--- src/hw/dmem_pkg.sv ---
package dmem_pkg;

    localparam int DATA_W    = 32;
    localparam int MEM_BYTES = 64;
    localparam int ADDR_W    = 6;                    // Byte address, wraps at MEM_BYTES
    localparam int LANES     = 4;                    // Banks, also bytes per word
    localparam int LANE_W    = 2;
    localparam int ROW_W     = 4;
    localparam int ROWS      = MEM_BYTES / LANES;    // Depth of each byte bank

    localparam logic [1:0] RESP_OKAY = 2'b00;

    // Slave FSM encoding
    localparam int         STATE_W  = 2;
    localparam logic [1:0] ST_IDLE  = 2'd0;
    localparam logic [1:0] ST_WRESP = 2'd1;          // BVALID pending
    localparam logic [1:0] ST_RRESP = 2'd2;          // RVALID pending

    // One data word, seen whole on the bus side and as bytes on the bank side.
    // Byte 0 is the least significant, which gives little-endian order.
    typedef union packed {
        logic [DATA_W-1:0]       word;
        logic [LANES-1:0][7:0]   bytes;
    } dmem_word_u;

endpackage
--- src/hw/dmem_top.sv ---
`timescale 1ns/1ps

module dmem_top (
    input  logic                         clk,
    input  logic                         rst,
    input  logic                         i_awvalid,
    output logic                         o_awready,
    input  logic [dmem_pkg::ADDR_W-1:0]  i_awaddr,
    input  logic                         i_wvalid,
    output logic                         o_wready,
    input  logic [dmem_pkg::DATA_W-1:0]  i_wdata,
    input  logic [dmem_pkg::LANES-1:0]   i_wstrb,
    output logic                         o_bvalid,
    input  logic                         i_bready,
    output logic [1:0]                   o_bresp,
    input  logic                         i_arvalid,
    output logic                         o_arready,
    input  logic [dmem_pkg::ADDR_W-1:0]  i_araddr,
    output logic                         o_rvalid,
    input  logic                         i_rready,
    output logic [dmem_pkg::DATA_W-1:0]  o_rdata,
    output logic [1:0]                   o_rresp,
    input  logic [dmem_pkg::ADDR_W-1:0]  i_dbg_addr,
    output logic [dmem_pkg::DATA_W-1:0]  o_dbg_data
);
    import dmem_pkg::*;

    logic                         wr_en;
    logic [ADDR_W-1:0]            wr_addr;
    dmem_word_u                   wr_data;
    logic [LANES-1:0]             wr_strb;
    logic                         rd_en;
    logic [ADDR_W-1:0]            rd_addr;
    dmem_word_u                   rd_word;
    dmem_word_u                   dbg_word;
    logic [LANES-1:0]             bank_we;
    logic [LANES-1:0][ROW_W-1:0]  bank_wrow;
    logic [LANES-1:0][7:0]        bank_wbyte;
    logic [LANES-1:0][ROW_W-1:0]  bank_rrow;
    logic [LANES-1:0][ROW_W-1:0]  bank_drow;
    logic [LANES-1:0][7:0]        rbytes;
    logic [LANES-1:0][7:0]        dbytes;
    logic [LANE_W-1:0]            rd_lane;
    logic [LANE_W-1:0]            dbg_lane;

    axil_dmem_slave u_slave (
        .clk(clk), .rst(rst),
        .i_awvalid(i_awvalid), .o_awready(o_awready), .i_awaddr(i_awaddr),
        .i_wvalid(i_wvalid), .o_wready(o_wready), .i_wdata(i_wdata), .i_wstrb(i_wstrb),
        .o_bvalid(o_bvalid), .i_bready(i_bready), .o_bresp(o_bresp),
        .i_arvalid(i_arvalid), .o_arready(o_arready), .i_araddr(i_araddr),
        .o_rvalid(o_rvalid), .i_rready(i_rready), .o_rdata(o_rdata), .o_rresp(o_rresp),
        .o_wr_en(wr_en), .o_wr_addr(wr_addr), .o_wr_data(wr_data), .o_wr_strb(wr_strb),
        .o_rd_en(rd_en), .o_rd_addr(rd_addr), .i_rd_data(rd_word)
    );

    lane_router u_router (
        .clk(clk), .rst(rst),
        .i_wr_en(wr_en), .i_wr_addr(wr_addr), .i_wr_data(wr_data), .i_wr_strb(wr_strb),
        .i_rd_addr(rd_addr), .i_dbg_addr(i_dbg_addr),
        .o_bank_we(bank_we), .o_bank_wrow(bank_wrow), .o_bank_wbyte(bank_wbyte),
        .o_bank_rrow(bank_rrow), .o_bank_drow(bank_drow),
        .o_rd_lane(rd_lane), .o_dbg_lane(dbg_lane)
    );

    for (genvar b = 0; b < LANES; b++) begin : g_bank
        byte_bank u_bank (
            .clk(clk), .rst(rst),
            .i_we(bank_we[b]), .i_wrow(bank_wrow[b]), .i_wbyte(bank_wbyte[b]),
            .i_rd_en(rd_en),                                // Same read strobe for all banks
            .i_rrow(bank_rrow[b]), .i_drow(bank_drow[b]),
            .o_rbyte(rbytes[b]), .o_dbyte(dbytes[b])
        );
    end

    lane_merger u_merger (
        .i_rbytes(rbytes), .i_dbytes(dbytes),
        .i_rd_lane(rd_lane), .i_dbg_lane(dbg_lane),
        .o_rd_word(rd_word), .o_dbg_word(dbg_word)
    );

    assign o_dbg_data = dbg_word.word;

endmodule

--- src/hw/lane_merger.sv ---
`timescale 1ns/1ps

module lane_merger (
    input  logic [dmem_pkg::LANES-1:0][7:0]  i_rbytes,
    input  logic [dmem_pkg::LANES-1:0][7:0]  i_dbytes,
    input  logic [dmem_pkg::LANE_W-1:0]      i_rd_lane,
    input  logic [dmem_pkg::LANE_W-1:0]      i_dbg_lane,
    output dmem_pkg::dmem_word_u             o_rd_word,
    output dmem_pkg::dmem_word_u             o_dbg_word
);
    import dmem_pkg::*;

    // Byte k of the word sits in bank (lane + k) mod 4
    always_comb begin
        for (int k = 0; k < LANES; k++) begin
            o_rd_word.bytes[k]  = i_rbytes[LANE_W'(k) + i_rd_lane];
            o_dbg_word.bytes[k] = i_dbytes[LANE_W'(k) + i_dbg_lane];
        end
    end

endmodule

--- src/hw/byte_bank.sv ---
`timescale 1ns/1ps

module byte_bank (
    input  logic                        clk,
    input  logic                        rst,
    input  logic                        i_we,
    input  logic [dmem_pkg::ROW_W-1:0]  i_wrow,
    input  logic [7:0]                  i_wbyte,
    input  logic                        i_rd_en,
    input  logic [dmem_pkg::ROW_W-1:0]  i_rrow,
    input  logic [dmem_pkg::ROW_W-1:0]  i_drow,
    output logic [7:0]                  o_rbyte,
    output logic [7:0]                  o_dbyte
);
    import dmem_pkg::*;

    logic [7:0] mem [ROWS];

    always_ff @(posedge clk) begin
        if (rst) begin
            for (int r = 0; r < ROWS; r++) begin
                mem[r] <= 8'h00;                 // Whole bank cleared on one edge
            end
        end else if (i_we) begin
            mem[i_wrow] <= i_wbyte;
        end
    end

    // Access read holds between reads, debug read tracks every cycle
    always_ff @(posedge clk) begin
        if (i_rd_en) begin
            o_rbyte <= mem[i_rrow];
        end
        o_dbyte <= mem[i_drow];
    end

endmodule

--- src/hw/lane_router.sv ---
`timescale 1ns/1ps

module lane_router (
    input  logic                                             clk,
    input  logic                                             rst,
    input  logic                                             i_wr_en,
    input  logic [dmem_pkg::ADDR_W-1:0]                      i_wr_addr,
    input  dmem_pkg::dmem_word_u                             i_wr_data,
    input  logic [dmem_pkg::LANES-1:0]                       i_wr_strb,
    input  logic [dmem_pkg::ADDR_W-1:0]                      i_rd_addr,
    input  logic [dmem_pkg::ADDR_W-1:0]                      i_dbg_addr,
    output logic [dmem_pkg::LANES-1:0]                       o_bank_we,
    output logic [dmem_pkg::LANES-1:0][dmem_pkg::ROW_W-1:0]  o_bank_wrow,
    output logic [dmem_pkg::LANES-1:0][7:0]                  o_bank_wbyte,
    output logic [dmem_pkg::LANES-1:0][dmem_pkg::ROW_W-1:0]  o_bank_rrow,
    output logic [dmem_pkg::LANES-1:0][dmem_pkg::ROW_W-1:0]  o_bank_drow,
    output logic [dmem_pkg::LANE_W-1:0]                      o_rd_lane,
    output logic [dmem_pkg::LANE_W-1:0]                      o_dbg_lane
);
    import dmem_pkg::*;

    logic [LANE_W-1:0] wr_lane;

    // Banks below the start lane hold bytes that spill into the next row
    function automatic logic [ROW_W-1:0] bank_row(input logic [ADDR_W-1:0] addr,
                                                  input logic [LANE_W-1:0] bank);
        return addr[ADDR_W-1:LANE_W] + ROW_W'(bank < addr[LANE_W-1:0]);
    endfunction

    assign wr_lane = i_wr_addr[LANE_W-1:0];

    always_comb begin
        for (int b = 0; b < LANES; b++) begin
            // Bank b carries byte (b - start) mod 4 of the word
            o_bank_we[b]    = i_wr_en & i_wr_strb[LANE_W'(b) - wr_lane];
            o_bank_wbyte[b] = i_wr_data.bytes[LANE_W'(b) - wr_lane];
            o_bank_wrow[b]  = bank_row(i_wr_addr, LANE_W'(b));
            o_bank_rrow[b]  = bank_row(i_rd_addr, LANE_W'(b));
            o_bank_drow[b]  = bank_row(i_dbg_addr, LANE_W'(b));
        end
    end

    // Offsets follow the bank read registers by one cycle
    always_ff @(posedge clk) begin
        if (rst) begin
            o_rd_lane  <= '0;
            o_dbg_lane <= '0;
        end else begin
            o_rd_lane  <= i_rd_addr[LANE_W-1:0];
            o_dbg_lane <= i_dbg_addr[LANE_W-1:0];
        end
    end

    // Rotation moves each enabled strobe onto exactly one bank
    a_we_matches_strb: assert property (@(posedge clk) disable iff (rst)
        $countones(o_bank_we) == (i_wr_en ? $countones(i_wr_strb) : 0));

endmodule

--- src/hw/axil_dmem_slave.sv ---
`timescale 1ns/1ps

module axil_dmem_slave (
    input  logic                         clk,
    input  logic                         rst,
    // Write address and data
    input  logic                         i_awvalid,
    output logic                         o_awready,
    input  logic [dmem_pkg::ADDR_W-1:0]  i_awaddr,
    input  logic                         i_wvalid,
    output logic                         o_wready,
    input  logic [dmem_pkg::DATA_W-1:0]  i_wdata,
    input  logic [dmem_pkg::LANES-1:0]   i_wstrb,
    // Write response
    output logic                         o_bvalid,
    input  logic                         i_bready,
    output logic [1:0]                   o_bresp,
    // Read address
    input  logic                         i_arvalid,
    output logic                         o_arready,
    input  logic [dmem_pkg::ADDR_W-1:0]  i_araddr,
    // Read data
    output logic                         o_rvalid,
    input  logic                         i_rready,
    output logic [dmem_pkg::DATA_W-1:0]  o_rdata,
    output logic [1:0]                   o_rresp,
    // Memory side
    output logic                         o_wr_en,
    output logic [dmem_pkg::ADDR_W-1:0]  o_wr_addr,
    output dmem_pkg::dmem_word_u         o_wr_data,
    output logic [dmem_pkg::LANES-1:0]   o_wr_strb,
    output logic                         o_rd_en,
    output logic [dmem_pkg::ADDR_W-1:0]  o_rd_addr,
    input  dmem_pkg::dmem_word_u         i_rd_data
);
    import dmem_pkg::*;

    logic [STATE_W-1:0] state;
    logic [ADDR_W-1:0]  rd_addr_q;
    logic               idle;
    logic               wr_go;
    logic               rd_go;

    assign idle  = (state == ST_IDLE);
    assign wr_go = idle && i_awvalid && i_wvalid;          // Both halves of a write present
    assign rd_go = idle && i_arvalid && !(i_awvalid && i_wvalid);

    // Readies follow the valids and stay low while nothing is offered
    assign o_awready = wr_go;
    assign o_wready  = wr_go;
    assign o_arready = rd_go;

    always_ff @(posedge clk) begin
        if (rst) begin
            state <= ST_IDLE;
        end else begin
            case (state)
                ST_IDLE: begin
                    if (wr_go) begin
                        state <= ST_WRESP;
                    end else if (rd_go) begin
                        state <= ST_RRESP;
                    end
                end
                ST_WRESP: begin
                    if (i_bready) begin
                        state <= ST_IDLE;
                    end
                end
                ST_RRESP: begin
                    if (i_rready) begin
                        state <= ST_IDLE;
                    end
                end
                default: state <= ST_IDLE;
            endcase
        end
    end

    // Read address kept for the lane offset while RVALID waits
    always_ff @(posedge clk) begin
        if (rd_go) begin
            rd_addr_q <= i_araddr;
        end
    end

    assign o_wr_en        = wr_go;                         // Banks write at the handshake edge
    assign o_wr_addr      = i_awaddr;
    assign o_wr_data.word = i_wdata;
    assign o_wr_strb      = i_wstrb;
    assign o_rd_en        = rd_go;                         // Banks capture at the AR edge
    assign o_rd_addr      = idle ? i_araddr : rd_addr_q;

    assign o_bvalid = (state == ST_WRESP);
    assign o_bresp  = RESP_OKAY;
    assign o_rvalid = (state == ST_RRESP);
    assign o_rdata  = i_rd_data.word;                      // Banks hold it until the next read
    assign o_rresp  = RESP_OKAY;

    a_bvalid_hold: assert property (@(posedge clk) disable iff (rst)
        o_bvalid && !i_bready |=> o_bvalid);

    // Bank registers and router lane offsets together keep RDATA still
    a_rdata_stable: assert property (@(posedge clk) disable iff (rst)
        o_rvalid && !i_rready |=> $stable(o_rdata));

endmodule

--- config.mk ---
export PLATFORM = sky130hd
export DESIGN_NAME = dmem_top
export DESIGN_NICKNAME = d
export VERILOG_FILES = /design/src/hw/dmem_pkg.sv /design/src/hw/dmem_top.sv /design/src/hw/lane_merger.sv /design/src/hw/byte_bank.sv /design/src/hw/lane_router.sv /design/src/hw/axil_dmem_slave.sv
export SDC_FILE = /design/constraint.sdc
export NUM_CORES = 1
export LEC_CHECK = 0
export BUFFER_PORTS_ARGS = -buffer_cell sky130_fd_sc_hd__buf_4
export CORE_MARGIN = 2
export CORE_UTILIZATION = 50
export CTS_BUF_LIST = sky130_fd_sc_hd__clkbuf_2
export DETAILED_ROUTE_END_ITERATION = 10
export GPL_TIMING_DRIVEN = 0
export PLACE_DENSITY = 0.67
export SYNTH_ARGS = -nofsm -noshare
export SYNTH_HDL_FRONTEND = slang
export SYNTH_SLANG_ARGS = --single-unit
--- constraint.sdc ---
create_clock -name clk -period 5.2 [get_ports clk]
set_clock_uncertainty 0.05 [all_clocks]
set_input_delay 0.52 -clock clk [delete_from_list [all_inputs] [get_ports clk]]
set_output_delay 0.52 -clock clk [all_outputs]
set_load 0.02 [all_outputs]
Yosys cells after proc, flatten, opt, wreduce, memory -nomap -nowiden:

Memory sizes are Yosys's and may differ from the RTL's. A register that Yosys moved wholly into a read port is not among the register bits.
Cells that the tools add are included.

* add/subtract/negate cells: 22
* muxes and demuxes: 64
* reductions and logical operators: 12
* magnitude comparators: 24
* bitwise operators: 4
* eq/ne operators: 5

Operators with widths (count)
* binary-select mux 8 bit (select 2 bit): 12
* 2-to-1 mux 8 bit: 16
* adder 4 x 1 -> 4 bit: 12
* < comparator 2 x 3 -> 1 bit, second input constant: 12
* OR reduction 8 bit: 4
* 2-to-1 mux 1 bit: 22
* 2-to-1 mux 4 bit: 4
* < comparator 1 x 2 -> 1 bit, first input constant: 6
* < comparator 2 bit, first input constant: 6
* adder 2 bit, first input constant: 4
* binary-select mux 1 bit (select 2 bit): 4
* 2-to-1 mux 2 bit: 4
* 2-to-1 mux 6 bit: 1
* case mux 2 bit (3 select lines): 1
* logical AND 1 bit: 5
* adder 1 x 2 -> 2 bit, first input constant: 2
* bitwise AND 1 bit: 4
* inequality test 2 x 1 -> 1 bit, second input constant: 2
* subtractor 1 x 2 -> 2 bit, first input constant: 2
* subtractor 2 bit, first input constant: 2
* inequality test 3 x 2 -> 1 bit, second input constant: 1
* AND reduction 3 bit: 1
* == test 2 x 1 -> 1 bit, second input constant: 1
* == test 2 bit, second input constant: 1
* 2 further kinds: 2

* memory bits (writable): 512
* bits in registers: 12
* logic and storage cells: 139
* memories kept: 4

Memories
* g_bank[0].u_bank.mem: depth 16, bits a word 8, read ports 2, clocked after Yosys merged registers in 2, wr ports 16, RTL line byte_bank.sv:17 `logic [7:0] mem [ROWS];`
* g_bank[1].u_bank.mem: depth 16, bits a word 8, read ports 2, clocked after Yosys merged registers in 2, wr ports 16, RTL line byte_bank.sv:17
* g_bank[2].u_bank.mem: depth 16, bits a word 8, read ports 2, clocked after Yosys merged registers in 2, wr ports 16, RTL line byte_bank.sv:17
* g_bank[3].u_bank.mem: depth 16, bits a word 8, read ports 2, clocked after Yosys merged registers in 2, wr ports 16, RTL line byte_bank.sv:17

Longest topological paths before layout:

* depth after elaboration: 9
* gate-level depth with buffers: 15
* gate-level depth less buffers: 10

By module:

A second synthesis with hierarchy kept.

* cell total of the unflattened synthesis: 2160
* area total of the unflattened synthesis: 33071.7 um^2

By module, submodules not included
* byte_bank: area each 7203.2 um^2, seq. area each 4244.1 um^2, cells an instance 461, times used 4
* lane_merger: area each 1645.3 um^2, seq. area each 0.0 um^2, cells an instance 80, times used 1
* lane_router: area each 1609.0 um^2, seq. area each 80.1 um^2, cells an instance 129, times used 1
* axil_dmem_slave: area each 1004.7 um^2, seq. area each 220.2 um^2, cells an instance 107, times used 1

Least setup slack after synthesis:

OpenSTA, ideal clock, no wires.

* kind: input -> register
* start: input port i_araddr[2] in the netlist's numbering
* end: register g_bank[0].u_bank.o_rbyte[1], read port of g_bank[0].u_bank.mem, data pin
* path slack: 1448 ps
* arrival: 3443 ps
* buffers on the path: 6
* stages on the path: 13
* required time: 4891 ps
* path through: or3b_4 and2_1 buf_6 clkinv_4 buf_8 buf_4 buf_2 ha_1 buf_1 clkbuf_1 mux4_2 a22oi_1 nand2_1

* longest elaborated chain between the ends: 2

RTL lines
* from (decl): RTL line dmem_top.sv:18 `input logic [dmem_pkg::ADDR_W-1:0] i_araddr,`
* 2-to-1 mux 6 bit: RTL line axil_dmem_slave.sv:92 `assign o_rd_addr = idle ? i_araddr : rd_addr_q;`
* adder 4 x 1 -> 4 bit: RTL line lane_router.sv:27 `return addr[ADDR_W-1:LANE_W] + ROW_W'(bank < addr[LANE_W-1:0]);`
* to (decl): RTL line byte_bank.sv:12 `output logic [7:0] o_rbyte,`

Every way passes these cells.
A chain may end at the register's enable or synchronous reset.

Final worst setup path:

* start: register u_slave.state[1]
* end: register g_bank[1].u_bank.o_rbyte[3], read port of g_bank[1].u_bank.mem, data pin

* longest elaborated chain between the ends: 4

RTL lines
* from (decl): RTL line axil_dmem_slave.sv:38 `logic [STATE_W-1:0] state;`
* from (signal assigned): RTL line axil_dmem_slave.sv:55 `state <= ST_IDLE;`
* from (signal assigned): RTL line axil_dmem_slave.sv:60 `state <= ST_WRESP;`
* from (signal assigned): RTL line axil_dmem_slave.sv:62 `state <= ST_RRESP;`
* logical NOT 2 bit *: RTL line axil_dmem_slave.sv:44 `assign idle = (state == ST_IDLE);`
* 2-to-1 mux 6 bit: RTL line axil_dmem_slave.sv:92
* < comparator 1 x 2 -> 1 bit: RTL line lane_router.sv:27
* adder 4 x 1 -> 4 bit: RTL line lane_router.sv:27
* to (decl): RTL line byte_bank.sv:12

Mark *: on every way between the ends. The rest lies on a longest branch, timed or not.

==> run metrics <==
ANT nets after route=0; sequential fraction of the synthesis area=0.537; Cell Rows=92; Psw=4.22 mW; final hold violations=0; Hold Slack=0.0921 ns; fillers=5317; Yosys cell types=68; Avg Cell Area, Syn=12.3 um^2; critical path launch point type=flip-flop; failing checks=max-capacitance violations, max-slew violations; Die X=258 um; worst vdd rail ir drop=0.237 mV; Critical Path AT=6.19 ns; Core ar.=0.0633 mm^2; post-synth top area share=0.514; Top Family by Delay on Critical Path=buffers and inverters; cell-internal power=8.04 mW; synthesized instance count=2606; critical path type=reg -> reg; async set or reset register ratio after synthesis=0; Combinational Power Share=0.264; vias in the first global route=25000; CTS tree=built; count leader, synth=edfxtp_1; crit path time final=5.08 ns; top_reg_cell synth=edfxtp_1; cell mode on critical path=clkbuf_2; layout net count=3072; Iter 0 DRT Violations=4236; cts bufs inserted=153; GRT Residual Overflow=0; synthesis-to-layout area growth=14.0%; max_cap viols=1; First-pass DRT Iterations=7; wire per inst=29.5 um; warnings from Yosys=0; # IOs=134; initial antenna violation count=10; final RePlAce weighted congestion=1.07; critical path fanouts, max=12; Power Dens Cells=334 mW/mm^2; vias post-DR=26000; Worst Tran Pin Value=1.49 ns; proportion of power drawn by the clock network=0.269; Setup TNS=0 ns; Crit. End Element=flip-flop; most frequent cells after synthesis=550 x edfxtp_1, 529 x nor2_1, 338 x nand2_1, 250 x mux4_2, 138 x clkbuf_1; RSZ-0062 raised after global routing=false; CTS max path bufs=3; slew margin rel.=-0.00289; Die Y=258 um; overall routed net length=116000 um; GRT Total Usage=0.350; total power draw=12.3 mW; Switching Share=0.344; share of layout cells above drive strength 1=0.236; Initial Utilization=0.508; Flop pwr share=0.467; Leak=13.4 nW; largest area contributor in the netlist=edfxtp_1; Slew Limit Fails=1; outcome=complete, but fails checks; Post-synth EDFFs=550; Seq cells post-synth=588; first-pass GRT wire length=167000 um; footprint of the multi-input gates=0.0140 mm^2; Worst Path Required=6.31 ns; DIE AREA=0.0664 mm^2; DP HPWL=85100 um; Clk Latency, worst-skew pair=1.42 ns; Crit path largest cell delay=0.54 ns; slowest CP cell=or3_1; Buf+Inv Stages, Crit Path=6; Max Fclk=0.197 GHz; Reg area=0.0173 mm^2; final setup fails=0; Mapped Area=0.0322 mm^2; synth top area cells=edfxtp_1 51%, mux4_2 18%, nor2_1 6.2%; Via density=6.59; CTS sink count=588; clock slew at reported path FFs=0.13 ns; Port Buffers=128; H-tree depth=4; Hold WC Path Type=in -> reg; ordered cell list for the critical path=buf_6, buf_4, nor2_2, mux2i_4, clkinv_1, clkbuf_2, ha_1, or3_1, and3_1, clkbuf_1, clkbuf_2, a32oi_1, nand4_1, o21ai_0; root buffer cell=clkbuf_2; # DRC=0; largest net degree at the start of global routing=27; crit share post-route=0.977
[final timing paths]
kind / from / slack (ns) / end / cells after the start
worst max-delay path: u_slave.state[1] / 0.12 / g_bank[1].u_bank.o_rbyte[3] / 14
worst min register to register: u_slave.rd_addr_q[1] / 0.63 / u_router.o_rd_lane[1] / 2
worst max register to register: u_slave.state[1] / 0.12 / g_bank[1].u_bank.o_rbyte[3] / 14
worst min-delay path: i_dbg_addr[2] / 0.09 / g_bank[1].u_bank.o_dbyte[7] / 5
[tightest hold or removal path, stage by stage]
cell and delay [ns]:
buf_4 0.17, ha_1 0.21, nand2_1 0.07, xor2_1 0.28
mux4_2 0.27
[cell type report]
class | instances | share of cell area
clock inverters | 28 | 0.00574
flip-flops and latches | 588 | 0.471
plain buffers | 193 | 0.0238
repair buffers | 228 | 0.0538
well taps | 846 | 0.0289
multi-input cells | 1814 | 0.383
inverters | 14 | 0.00157
diodes | 7 | 0.000478
clock buffers | 231 | 0.0315
[stage by stage]
| step | utilization | instances | instance area (um^2) | setup slack, ns |
|---|---|---|---|---|
| after floorplan | - | 2609 | 32200 | 1.45 |
| after global placement | 0.540 | 3583 | 34200 | -0.859 |
| after detailed placement | 0.540 | 3584 | 34200 | -0.779 |
| after CTS | 0.578 | 3942 | 36600 | 0.148 |
| after global routing | 0.579 | 3943 | 36600 | 0.0261 |
| final | 0.579 | 3949 | 36700 | 0.119 |
[metal layers]
| metal | global-route usage | part of all wire | vias to the layer above | wire length (um) |
|---|---|---|---|---|
| met1 | 0.467 | 0.36 | 12900 | 42400 |
| li1 | - | - | 10700 | - |
| met5 | 0 | 0.00044 | - | 51 |
| met4 | 0.159 | 0.047 | 8 | 5500 |
| met3 | 0.102 | 0.13 | 338 | 15400 |
| met2 | 0.535 | 0.46 | 2067 | 53100 |
[cells by family (layout without fill, tap and decap cells)]
kind of cell,Yosys count,after routing,share of synthesized area
buffers and inverters,207,694,0.0288
xor gates and xnor gates,17,17,0.00463
AOI/OAI and AO/OA,236,236,0.0486
other,1,11,0.000117
adders and majority gates,19,19,0.00739
muxes,392,392,0.222
DFF,588,588,0.537
and+or+nand+nor,1146,1146,0.151
[timing repair]
action | in CTS | in global routing
hold endpoints to repair | 300 | 0
resized for setup | 6 | 8
gates cloned | 0 | 0
setup endpoints to repair | 23 | 20
setup buffers | 0 | 0
hold buffers | 99 | 0
[power by group through the flow]
stage	combinational [mW]	clock [mW]	sequential, mW
final	3.24	3.29	5.72
after global routing	3.35	3.54	5.74
after CTS	3.15	3.28	5.70
after detailed placement	3.05	0	5.81
after global placement	3.02	0	5.79
after floorplan	1.91	0	5.66
[state kept, by name, summed over array words and instances (netlist names)]
signal                 flops
g_bank.u_bank.o_rbyte     32
u_router.o_dbg_lane        2
g_bank.u_bank.mem        512
g_bank.u_bank.o_dbyte     32
u_slave.state              2
u_slave.rd_addr_q          6
u_router.o_rd_lane         2
[layout by cell type (no fill, tap or decap), types with 8 or more instances in the layout]
cell and instances:
edfxtp_1 550, nor2_1 528, nand2_1 338, mux4_2 250
clkbuf_2 235, buf_4 136, clkbuf_1 134, nand3_1 125
dlygate4sd3_1 99, mux2i_1 98, nand2b_1 69, o21ai_0 52
mux2_2 40, o21ai_1 39, dfxtp_1 38, a22oi_1 30
nand4_1 26, nor3_1 24, a21oi_1 23, buf_1 19
ha_1 19, a32oi_1 18, buf_2 16, clkinv_1 14
a31oi_1 14, buf_6 11, inv_1 11, nor2b_1 9
a221oi_1 9, xnor2_1 8, a221o_1 8, a21boi_1 8
o221ai_1 8
Power figures use the tool's default switching activity.
